## src/design/mips_consts.svh

```systemverilog
// Width, register file size and reset constants for the MIPS core
`ifndef MIPS_CONSTS_SVH
`define MIPS_CONSTS_SVH

// Machine word, also used for addresses and instructions
`define DATA_W 32

// Register file
`define NUM_REGS 32
`define REG_IDX_W 5

// Immediate field of I-type instructions
`define IMM_W 16

// Byte step between consecutive instructions
`define INSTR_BYTES 32'd4

// Program counter after reset
`define RESET_PC 32'h0000_0000

`endif

```

## src/design/mipsPkg.sv

```systemverilog
// Word and register index types, opcode, funct and ALU control enums
`include "mips_consts.svh"

package mipsPkg;

  typedef logic [`DATA_W-1:0] word_t;
  typedef logic [`REG_IDX_W-1:0] regIdx_t;

  typedef enum logic [5:0] {
    OP_RTYPE = 6'b000000,
    OP_BEQ   = 6'b000100,
    OP_ADDI  = 6'b001000,
    OP_LW    = 6'b100011,
    OP_SW    = 6'b101011
  } opcode_t;

  typedef enum logic [5:0] {
    FN_ADD = 6'b100000,
    FN_SUB = 6'b100010,
    FN_AND = 6'b100100,
    FN_OR  = 6'b100101,
    FN_SLT = 6'b101010
  } funct_t;

  typedef enum logic [2:0] {
    ALU_AND = 3'b000,
    ALU_OR  = 3'b001,
    ALU_ADD = 3'b010,
    ALU_SUB = 3'b110,
    ALU_SLT = 3'b111
  } aluCtrl_t;

  // Between main decoder and ALU decoder only
  typedef enum logic [1:0] {
    ALUOP_ADD   = 2'b00,
    ALUOP_SUB   = 2'b01,
    ALUOP_FUNCT = 2'b10
  } aluOp_t;

endpackage

```

## src/design/controlUnit.sv

```systemverilog
// Control unit with main decoder and ALU decoder
`timescale 1ns/10ps

module controlUnit (
  input  mipsPkg::opcode_t  opcode,
  input  mipsPkg::funct_t   funct,
  output logic              regWrite,
  output logic              regDst,
  output logic              aluSrc,
  output logic              branch,
  output logic              memWrite,
  output logic              memToReg,
  output mipsPkg::aluCtrl_t aluCtrl
);

  import mipsPkg::*;

  aluOp_t aluOp;

  // Main decoder
  always_comb begin
    case (opcode)
      OP_RTYPE: begin
        regWrite = 1'b1;
        regDst   = 1'b1; // rd is the destination
        aluSrc   = 1'b0;
        branch   = 1'b0;
        memWrite = 1'b0;
        memToReg = 1'b0;
        aluOp    = ALUOP_FUNCT;
      end
      OP_LW: begin
        regWrite = 1'b1;
        regDst   = 1'b0;
        aluSrc   = 1'b1; // Base plus offset
        branch   = 1'b0;
        memWrite = 1'b0;
        memToReg = 1'b1;
        aluOp    = ALUOP_ADD;
      end
      OP_SW: begin
        regWrite = 1'b0;
        regDst   = 1'b0;
        aluSrc   = 1'b1;
        branch   = 1'b0;
        memWrite = 1'b1;
        memToReg = 1'b0;
        aluOp    = ALUOP_ADD;
      end
      OP_BEQ: begin
        regWrite = 1'b0;
        regDst   = 1'b0;
        aluSrc   = 1'b0;
        branch   = 1'b1;
        memWrite = 1'b0;
        memToReg = 1'b0;
        aluOp    = ALUOP_SUB; // Equal operands give zero
      end
      OP_ADDI: begin
        regWrite = 1'b1;
        regDst   = 1'b0;
        aluSrc   = 1'b1;
        branch   = 1'b0;
        memWrite = 1'b0;
        memToReg = 1'b0;
        aluOp    = ALUOP_ADD;
      end
      default: begin // Unknown opcode has no side effect
        regWrite = 1'b0;
        regDst   = 1'b0;
        aluSrc   = 1'b0;
        branch   = 1'b0;
        memWrite = 1'b0;
        memToReg = 1'b0;
        aluOp    = ALUOP_ADD;
      end
    endcase
  end

  // ALU decoder
  always_comb begin
    case (aluOp)
      ALUOP_SUB: aluCtrl = ALU_SUB;
      ALUOP_FUNCT: begin
        case (funct)
          FN_ADD:  aluCtrl = ALU_ADD;
          FN_SUB:  aluCtrl = ALU_SUB;
          FN_AND:  aluCtrl = ALU_AND;
          FN_OR:   aluCtrl = ALU_OR;
          FN_SLT:  aluCtrl = ALU_SLT;
          default: aluCtrl = ALU_ADD;
        endcase
      end
      default: aluCtrl = ALU_ADD;
    endcase
  end

endmodule

```

## src/design/alu.sv

```systemverilog
// 32-bit ALU with and, or, add, sub, signed slt and zero flag
`timescale 1ns/10ps
`include "mips_consts.svh"

module alu (
  input  mipsPkg::word_t    a,
  input  mipsPkg::word_t    b,
  input  mipsPkg::aluCtrl_t ctrl,
  output mipsPkg::word_t    result,
  output logic              zero
);

  import mipsPkg::*;

  logic lessThan;

  // Two's complement compare
  assign lessThan = $signed(a) < $signed(b);

  always_comb begin
    case (ctrl)
      ALU_AND: result = a & b;
      ALU_OR:  result = a | b;
      ALU_ADD: result = a + b; // Wraps at 32 bits
      ALU_SUB: result = a - b;
      ALU_SLT: result = {{(`DATA_W-1){1'b0}}, lessThan};
      default: result = '0;
    endcase
  end

  assign zero = (result == '0);

endmodule

```

## src/design/regFile.sv

```systemverilog
// Register file with two combinational reads, one clocked write, r0 fixed at zero
`timescale 1ns/10ps
`include "mips_consts.svh"

module regFile (
  input  logic            clk,
  input  logic            rst,
  input  mipsPkg::regIdx_t readAddr1,
  input  mipsPkg::regIdx_t readAddr2,
  input  mipsPkg::regIdx_t writeAddr,
  input  mipsPkg::word_t   writeData,
  input  logic            writeEn,
  output mipsPkg::word_t   readData1,
  output mipsPkg::word_t   readData2
);

  import mipsPkg::*;

  word_t regs [`NUM_REGS];

  always_ff @(posedge clk) begin
    if (rst) begin
      for (int i = 0; i < `NUM_REGS; i++) begin
        regs[i] <= '0;
      end
    end else if (writeEn && (writeAddr != '0)) begin // r0 is read-only
      regs[writeAddr] <= writeData;
    end
  end

  // New value visible the cycle after the write edge
  assign readData1 = (readAddr1 == '0) ? '0 : regs[readAddr1];
  assign readData2 = (readAddr2 == '0) ? '0 : regs[readAddr2];

endmodule

```

## src/design/mipsCore.sv

```systemverilog
// Single-cycle MIPS core top with PC, datapath muxes, control unit, register file and ALU
`timescale 1ns/10ps
`include "mips_consts.svh"

module mipsCore (
  input  logic           clk,
  input  logic           rst,
  output mipsPkg::word_t instrAddr,
  input  mipsPkg::word_t instr,
  output mipsPkg::word_t dataAddr,
  output mipsPkg::word_t dataWData,
  output logic           dataWrite,
  input  mipsPkg::word_t dataRData
);

  import mipsPkg::*;

  // Program counter
  word_t pc;
  word_t pcPlus4;
  word_t branchTarget;
  word_t nextPc;
  logic  pcSrc;

  // Instruction fields
  opcode_t              opcode;
  funct_t               funct;
  regIdx_t              rs;
  regIdx_t              rt;
  regIdx_t              rd;
  logic [`IMM_W-1:0]    imm;
  word_t                signImm;

  // Control
  logic     regWrite;
  logic     regDst;
  logic     aluSrc;
  logic     branch;
  logic     memWrite;
  logic     memToReg;
  aluCtrl_t aluCtrl;

  // Datapath
  regIdx_t writeIdx;
  word_t   readData1;
  word_t   readData2;
  word_t   aluB;
  word_t   aluResult;
  logic    aluZero;
  word_t   writeBack;

  assign opcode = opcode_t'(instr[31:26]);
  assign rs     = instr[25:21];
  assign rt     = instr[20:16];
  assign rd     = instr[15:11];
  assign imm    = instr[`IMM_W-1:0];
  assign funct  = funct_t'(instr[5:0]);

  assign signImm = {{(`DATA_W-`IMM_W){imm[`IMM_W-1]}}, imm};

  controlUnit control (
    .opcode   (opcode),
    .funct    (funct),
    .regWrite (regWrite),
    .regDst   (regDst),
    .aluSrc   (aluSrc),
    .branch   (branch),
    .memWrite (memWrite),
    .memToReg (memToReg),
    .aluCtrl  (aluCtrl)
  );

  assign writeIdx  = regDst ? rd : rt; // R-type writes rd
  assign writeBack = memToReg ? dataRData : aluResult;

  regFile regs (
    .clk       (clk),
    .rst       (rst),
    .readAddr1 (rs),
    .readAddr2 (rt),
    .writeAddr (writeIdx),
    .writeData (writeBack),
    .writeEn   (regWrite),
    .readData1 (readData1),
    .readData2 (readData2)
  );

  assign aluB = aluSrc ? signImm : readData2;

  alu alu0 (
    .a      (readData1),
    .b      (aluB),
    .ctrl   (aluCtrl),
    .result (aluResult),
    .zero   (aluZero)
  );

  // Next PC
  assign pcPlus4      = pc + `INSTR_BYTES;
  assign branchTarget = pcPlus4 + {signImm[`DATA_W-3:0], 2'b00};
  assign pcSrc        = branch & aluZero;
  assign nextPc       = pcSrc ? branchTarget : pcPlus4;

  always_ff @(posedge clk) begin
    if (rst) begin
      pc <= `RESET_PC;
    end else begin
      pc <= nextPc;
    end
  end

  assign instrAddr = pc;
  assign dataAddr  = aluResult;
  assign dataWData = readData2;
  assign dataWrite = memWrite; // Store commits at the next edge

endmodule

```

## config.mk

```make
export PLATFORM = sky130hd
export DESIGN_NAME = mipsCore
export DESIGN_NICKNAME = d
export VERILOG_FILES = /design/src/design/mipsPkg.sv /design/src/design/controlUnit.sv /design/src/design/alu.sv /design/src/design/regFile.sv /design/src/design/mipsCore.sv
export VERILOG_INCLUDE_DIRS = /design/src /design/src/design
export SDC_FILE = /design/constraint.sdc
export NUM_CORES = 2
export LEC_CHECK = 0
export BUFFER_PORTS_ARGS = -buffer_cell sky130_fd_sc_hd__buf_2
export CORE_MARGIN = 5
export CORE_UTILIZATION = 45
export CTS_CLUSTER_SIZE = 10
export DETAILED_ROUTE_END_ITERATION = 8
export MAX_ROUTING_LAYER = met4
export SETUP_SLACK_MARGIN = 0.05
export SLEW_MARGIN = 20
export SYNTH_ARGS = -nofsm -noshare
export SYNTH_HDL_FRONTEND = slang
export SYNTH_SLANG_ARGS = --single-unit
```

## constraint.sdc

```tcl
create_clock -name clk -period 12.75 [get_ports clk]
set_clock_uncertainty 0.2 [all_clocks]
set_input_delay 2.55 -clock clk [delete_from_list [all_inputs] [get_ports clk]]
set_output_delay 2.55 -clock clk [all_outputs]
set_load 0.05 [all_outputs]
```

Yosys cells after proc, flatten, opt, wreduce, memory -nomap -nowiden

Memory sizes are Yosys's and may differ from the RTL's.
Index checks and enable logic that the tools add are counted.

$add $sub $neg: 4
$lt $le $gt $ge: 1
Equality and inequality tests: 14
Multiplexer cells: 24
Bitwise operators: 3
Reductions and logical operators: 10

Operator list:

| kind                    | number |
|---|---|
| $mux W32                | 6 |
| $pmux W32 S5            | 1 |
| $add A32 B32 Y32        | 2 |
| $eq A6 B6 Y1 const B    | 6 |
| $add A32 B3 Y32 const B | 1 |
| $and A32 B32 Y32        | 1 |
| $logic_not A32 Y1       | 1 |
| $lt A32 B32 Y1          | 1 |
| $or A32 B32 Y32         | 1 |
| $reduce_or A32 Y1       | 1 |
| $sub A32 B32 Y32        | 1 |
| $mux W1                 | 12 |
| $pmux W3 S4             | 1 |
| $logic_not A5 Y1        | 2 |
| $mux W5                 | 2 |
| $eq A3 B3 Y1 const B    | 2 |
| $eq A6 B3 Y1 const B    | 1 |
| $eq A6 B4 Y1 const B    | 1 |
| $logic_not A6 Y1        | 1 |
| $pmux W3 S2             | 1 |
| $reduce_or A3 Y1        | 2 |
| $reduce_bool A5 Y1      | 1 |
| $pmux W2 S2             | 1 |
| $eq A3 B1 Y1 const B    | 1 |
| other kinds (6)         | 6 |

Flip-flop bits (word level): 32
Bits in writable memories: 1024
Input bits: 66
Output and inout bits: 97
Logic and storage cells: 58
Memories: 1

Memory list:

| name      | depth | width | rd ports | clocked after Yosys merged registers in | wr ports | line          | text |
|---|---|---|---|---|---|---|---|
| regs.regs | 32    | 32    | 2        | 0                                       | 32       | regFile.sv:19 | `` word_t regs [`NUM_REGS]; `` |

Logic depth before layout (Yosys ltp)

Word-level depth: 10
Depth in mapped cells: 26
Mapped depth without buffers: 21

Hierarchy

Synthesis repeated with hierarchy kept, for this count alone.

Cell total of the unflattened synthesis: 4867
Area total of the unflattened synthesis: 63875.0 sq um

By module, submodules not included:

| module      | instances | cells each | area an instance (sq um) | sequential area each (sq um) |
|---|---|---|---|---|
| regFile     | 1         | 3502       | 54253.3                  | 30749.5 |
| alu         | 1         | 801        | 5201.2                   | 0.0 |
| mipsCore    | 1         | 539        | 4224.1                   | 600.6 |
| controlUnit | 1         | 25         | 196.4                    | 0.0 |

Worst setup path after synthesis

OpenSTA, ideal clock, no wires.

Kind: input-to-output
Start: input instr[21]
End: output dataAddr[25]
Arrival: 8.391 ns
Data required time: 10.000 ns
Setup slack: 1.609 ns
Cell stages on the path: 20
Buffers on the path: 6
Cells stage by stage: clkbuf_1 buf_1 buf_2 buf_2 clkbuf_1 buf_1 mux2i_1 o22ai_1 nor3_1 or3_1 inv_1 ha_1 a21o_1 a221o_1 a21o_1 o21a_1 a211o_1 a2111oi_0 or2_2 a2bb2oi_1

Longest elaborated chain between the ends: 4
Elaborated cells on any way between the ends: 8
Classes of those cells: 2 x add/sub; 2 x mux; 2 x bitwise; 1 x reduce/logical; 1 x memory

RTL lines:

| what                                                       | line           | text |
|---|---|---|
| start: declaration                                         | mipsCore.sv:9  | `input mipsPkg::word_t instr,` |
| $mem_v2 Z32 W32 / $logic_not A5 Y1 (equally long branches) | n/a            |  |
| $mux W32 (*)                                               | regFile.sv:32  | `assign readData1 = (readAddr1 == '0) ? '0 : regs[readAddr1];` |
| $sub A32 B32 Y32 (tied with other cells)                   | alu.sv:25      | `ALU_SUB: result = a - b;` |
| $pmux W32 S5 (*)                                           | alu.sv:21      | `case (ctrl)` |
| end: declaration                                           | mipsCore.sv:10 | `output mipsPkg::word_t dataAddr,` |

Every way passes the cells marked *; elsewhere a longest branch is shown, timed or not.

Final worst setup path

Start: input instr[16]
End: output dataAddr[30]

Longest elaborated chain between the ends: 5
Elaborated cells on any way between the ends: 9
Classes of those cells: 2 x add/sub; 3 x mux; 2 x bitwise; 1 x reduce/logical; 1 x memory

RTL lines:

| what                                                       | line           | text |
|---|---|---|
| $mem_v2 Z32 W32 / $logic_not A5 Y1 (equally long branches) | n/a            |  |
| $mux W32 (*)                                               | regFile.sv:33  | `assign readData2 = (readAddr2 == '0) ? '0 : regs[readAddr2];` |
| $mux W32 (*)                                               | mipsCore.sv:88 | `assign aluB = aluSrc ? signImm : readData2;` |
| $sub A32 B32 Y32 (tied with other cells)                   | alu.sv:25      |  |
| $pmux W32 S5 (*)                                           | alu.sv:21      |  |

Marks and branches as above.

==> flow_summary.toml <==
[floorplan]
rows = 135
core-area_um2 = 135000
dieWidth_um = 378
io_pins = 163
die-height_um = 378
floorplan.initialDensity_pct = 45.1
dieArea_um2 = 143000

[global_routing]
grt_pass1_wl_mm = 313
grt_pass1_vias = 43400
grt_usage_pct = 31.3
grt_max_degree = 96
antenna_found_initial = 9
overflow = 0

[finish]
layout_common_cells = "nor2_1 (1160), edfxtp_1 (1024), mux4_2 (548), mux2i_1 (151), buf_2 (150)"
area_growth_pct = 11.7
fin_cells = 6588
fin_nets = 4960
drive_above_1_share_pct = 25.2
final_common_cell = "nor2_1"

[clocking]
hold_buffers = 0
tritoncts = "yes"
clock_path_buffers = 3
cts_sinks = 1054
clk-insertion-delay-late_ns = 0.75
cts_post_setup_buffers_inserted = 0
cts_max_level = 3
clkSlewWorstSetupHoldPaths_ns = 0.06
cts_made_buffers = 119
cts_resized = 0
cts_root_buf = "clkbuf_16"

[worst_setup_path]
rr_endpoint = "instrAddr[7]"
crit_family = "buffers and inverters"
worstPathArrival_ns = 8.99
reg2reg_depth = 20
cpMostUsedCell = "nand2_1"
critPathMaxFanout = 66
critPathMaxStageDelay_ns = 0.58
startpoint_type = "primary input"
crit_type = "in2out"
r2r_setup_slack_ns = 5.16
crit_path_start = "instr[16]"
critPathSlowestCell = "buf_8"
crit_path_end = "dataAddr[30]"
worstPathCellList = "buf_8 > buf_12 > buf_4 > mux4_2 > mux4_2 > mux2i_1 > nor2_1 > nand2_1 > nand2_1 > ha_1 > nor2b_1 > nor3_1 > a32oi_1 > a221oi_1 > buf_4 > nand2_1 > a2111oi_0 > nor4_1 > nor2_1 > buf_2"
crit_path_end_kind = "output pin"
cp_num_cells = 20
cp_num_buf_inv = 5
worstPathRequired_ns = 10.00
r2r-start = "regs.regs[31][1]"

[routing]
post_drt_via_cell_ratio = 6.66
antenna_left = 0
drc = 0
vias = 43900
routedWlPerCell_um = 33.3
totalWireLength_mm = 219
first_pass_iters = 8
drt_iter0_drc = 6144

[sta]
relSlewSlack_pct = 12.5
hold_viol = 0
post-route-period-util_pct = 92.1
min_period_ns = 11.74
clock.fmax_mhz = 85.2
finalSetupViolCount = 0
setup_tns_ns = 0
worstMarginPinSlew_ns = 1.28
rsz0062_at_grt = "no"
slew_viol_final = 0
holdWs_ns = 0.459

[yosys]
yosysSeqAreaShare_pct = 51.5
synth_ff_type = "edfxtp_1"
async_reset_ff_share_pct = 0
synth.avg_cell_area_um2 = 12.9
ys_warn_count = 0
syn_inst = 4712
syn_area_um2 = 60900
ys_types = 85
ys_ff_latch = 1054
synth-edff-count = 1024

[worst_hold_path]
hold_class = "reg2reg"

[power]
power_mw = 9.73
power_density_nw_per_um2 = 143
leakagePower_nw = 24.7
peakVddDrop_uv = 114

[placed_design]
dp_cells = 6413
gp_congestion = 0.962
post-dp-hpwl_mm = 134
io_buffers = 160

[status]
status = "finished, final reports clean"

[flow_run]
max_cap_viol_count = 0
[report_power, final]
part	total, mW	internal, mW	switching, mW
clock network	3.09	1.72	1.37
registers	3.98	3.92	0.0608
logic	2.66	0.817	1.84
[cell usage after synthesis (all sizes together), types with 4 or more instances]
library cell,count,area share [%]
and2,10,0.10
and3,11,0.11
a21oi,121,0.99
inv,113,0.70
nor2,1161,7.2
o31ai,12,0.15
o21a,5,0.062
o2111ai,7,0.10
o221a,10,0.19
buf,97,0.69
a21o,26,0.32
mux2i,182,3.0
xnor2,42,0.60
a221oi,33,0.49
edfxtp,1024,51
a211o,21,0.30
or4,9,0.12
nor3,54,0.44
o21bai,10,0.12
o221ai,30,0.44
or3,38,0.39
nand2b,22,0.23
nand2,175,1.1
nor2b,26,0.27
dfxtp,30,0.99
nand4,17,0.17
or2,16,0.16
o22ai,35,0.36
ha,128,2.6
clkbuf,333,2.1
mux4,548,20
mux2,49,0.91
nor4,25,0.31
xor2,21,0.30
a22o,14,0.20
o21ai,69,0.57
nand3,32,0.26
a211oi,44,0.65
o211ai,31,0.38
a31oi,16,0.16
o2111a,4,0.074
a2111oi,8,0.13
[worst min-delay path: cells and delay by family, from the launching register on]
family                 cells  cell delay [ns]
and+or+nand+nor            1             0.07
DFF                        1             0.38
buffers and inverters      1             0.11
muxes                      1             0.07
[per-layer routing]
layer | up-vias | GRT usage, % | part of all wire, %
met5 | - | - | 0
met4 | 0 | 10.9 | 4.1
met3 | 520 | 7.44 | 12
met2 | 2821 | 48.3 | 46
met1 | 22500 | 41.1 | 38
li1 | 18000 | - | -
[final cells by class]
cell class	count	area, µm²
antenna	4	10.0
clock inverter	13	149
tap	1781	2230
multi-input combinational	3148	28200
inverter	113	424
timing repair buffer	327	2510
clock buffer	148	3150
fill	11500	67000
sequential	1054	31400
[worst min-delay path by stage]
stage / depth (start not counted) / startpoint / end / slack (ns)
global route: 3 / instrAddr[31] / instrAddr[31] / 0.48
CTS: 3 / instrAddr[2] / instrAddr[2] / 0.46
detailed placement: 3 / instrAddr[2] / instrAddr[2] / 0.44
global placement: 3 / instrAddr[2] / instrAddr[2] / 0.42
finish: 3 / instrAddr[2] / instrAddr[2] / 0.46
floorplan: 3 / instrAddr[2] / instrAddr[2] / 0.60
[registers in the layout, summed over array words and instances, names as in the netlist]
| signal | cells |
|---|---|
| instrAddr | 30 |
| regs.regs | 1024 |
[metrics by stage]
step / util [%] / area [µm²] / worst slack [ns]
after floorplan: - / 61000 / 1.61
after global placement: 47.7 / 64400 / 1.13
after detailed placement: 47.7 / 64400 / 1.05
after CTS: 50.2 / 67700 / 1.02
after global routing: 50.4 / 68000 / 0.661
final: 50.4 / 68000 / 1.01
[cell families (layout without fill, tap and decap cells)]
logic type      count (synthesis)  after routing  share of synthesized area [%]
xor+xnor                       63             63                          0.906
compound gates                529            529                           6.20
other cells                     1             38                        0.00616
mux                           779            779                           24.2
buf+inv                       543            601                           3.44
simple gates                 1612           1612                           11.0
flops                        1054           1054                           51.5
fa+ha+maj                     131            131                           2.73
Note: power is estimated with default switching activity, not from simulation.
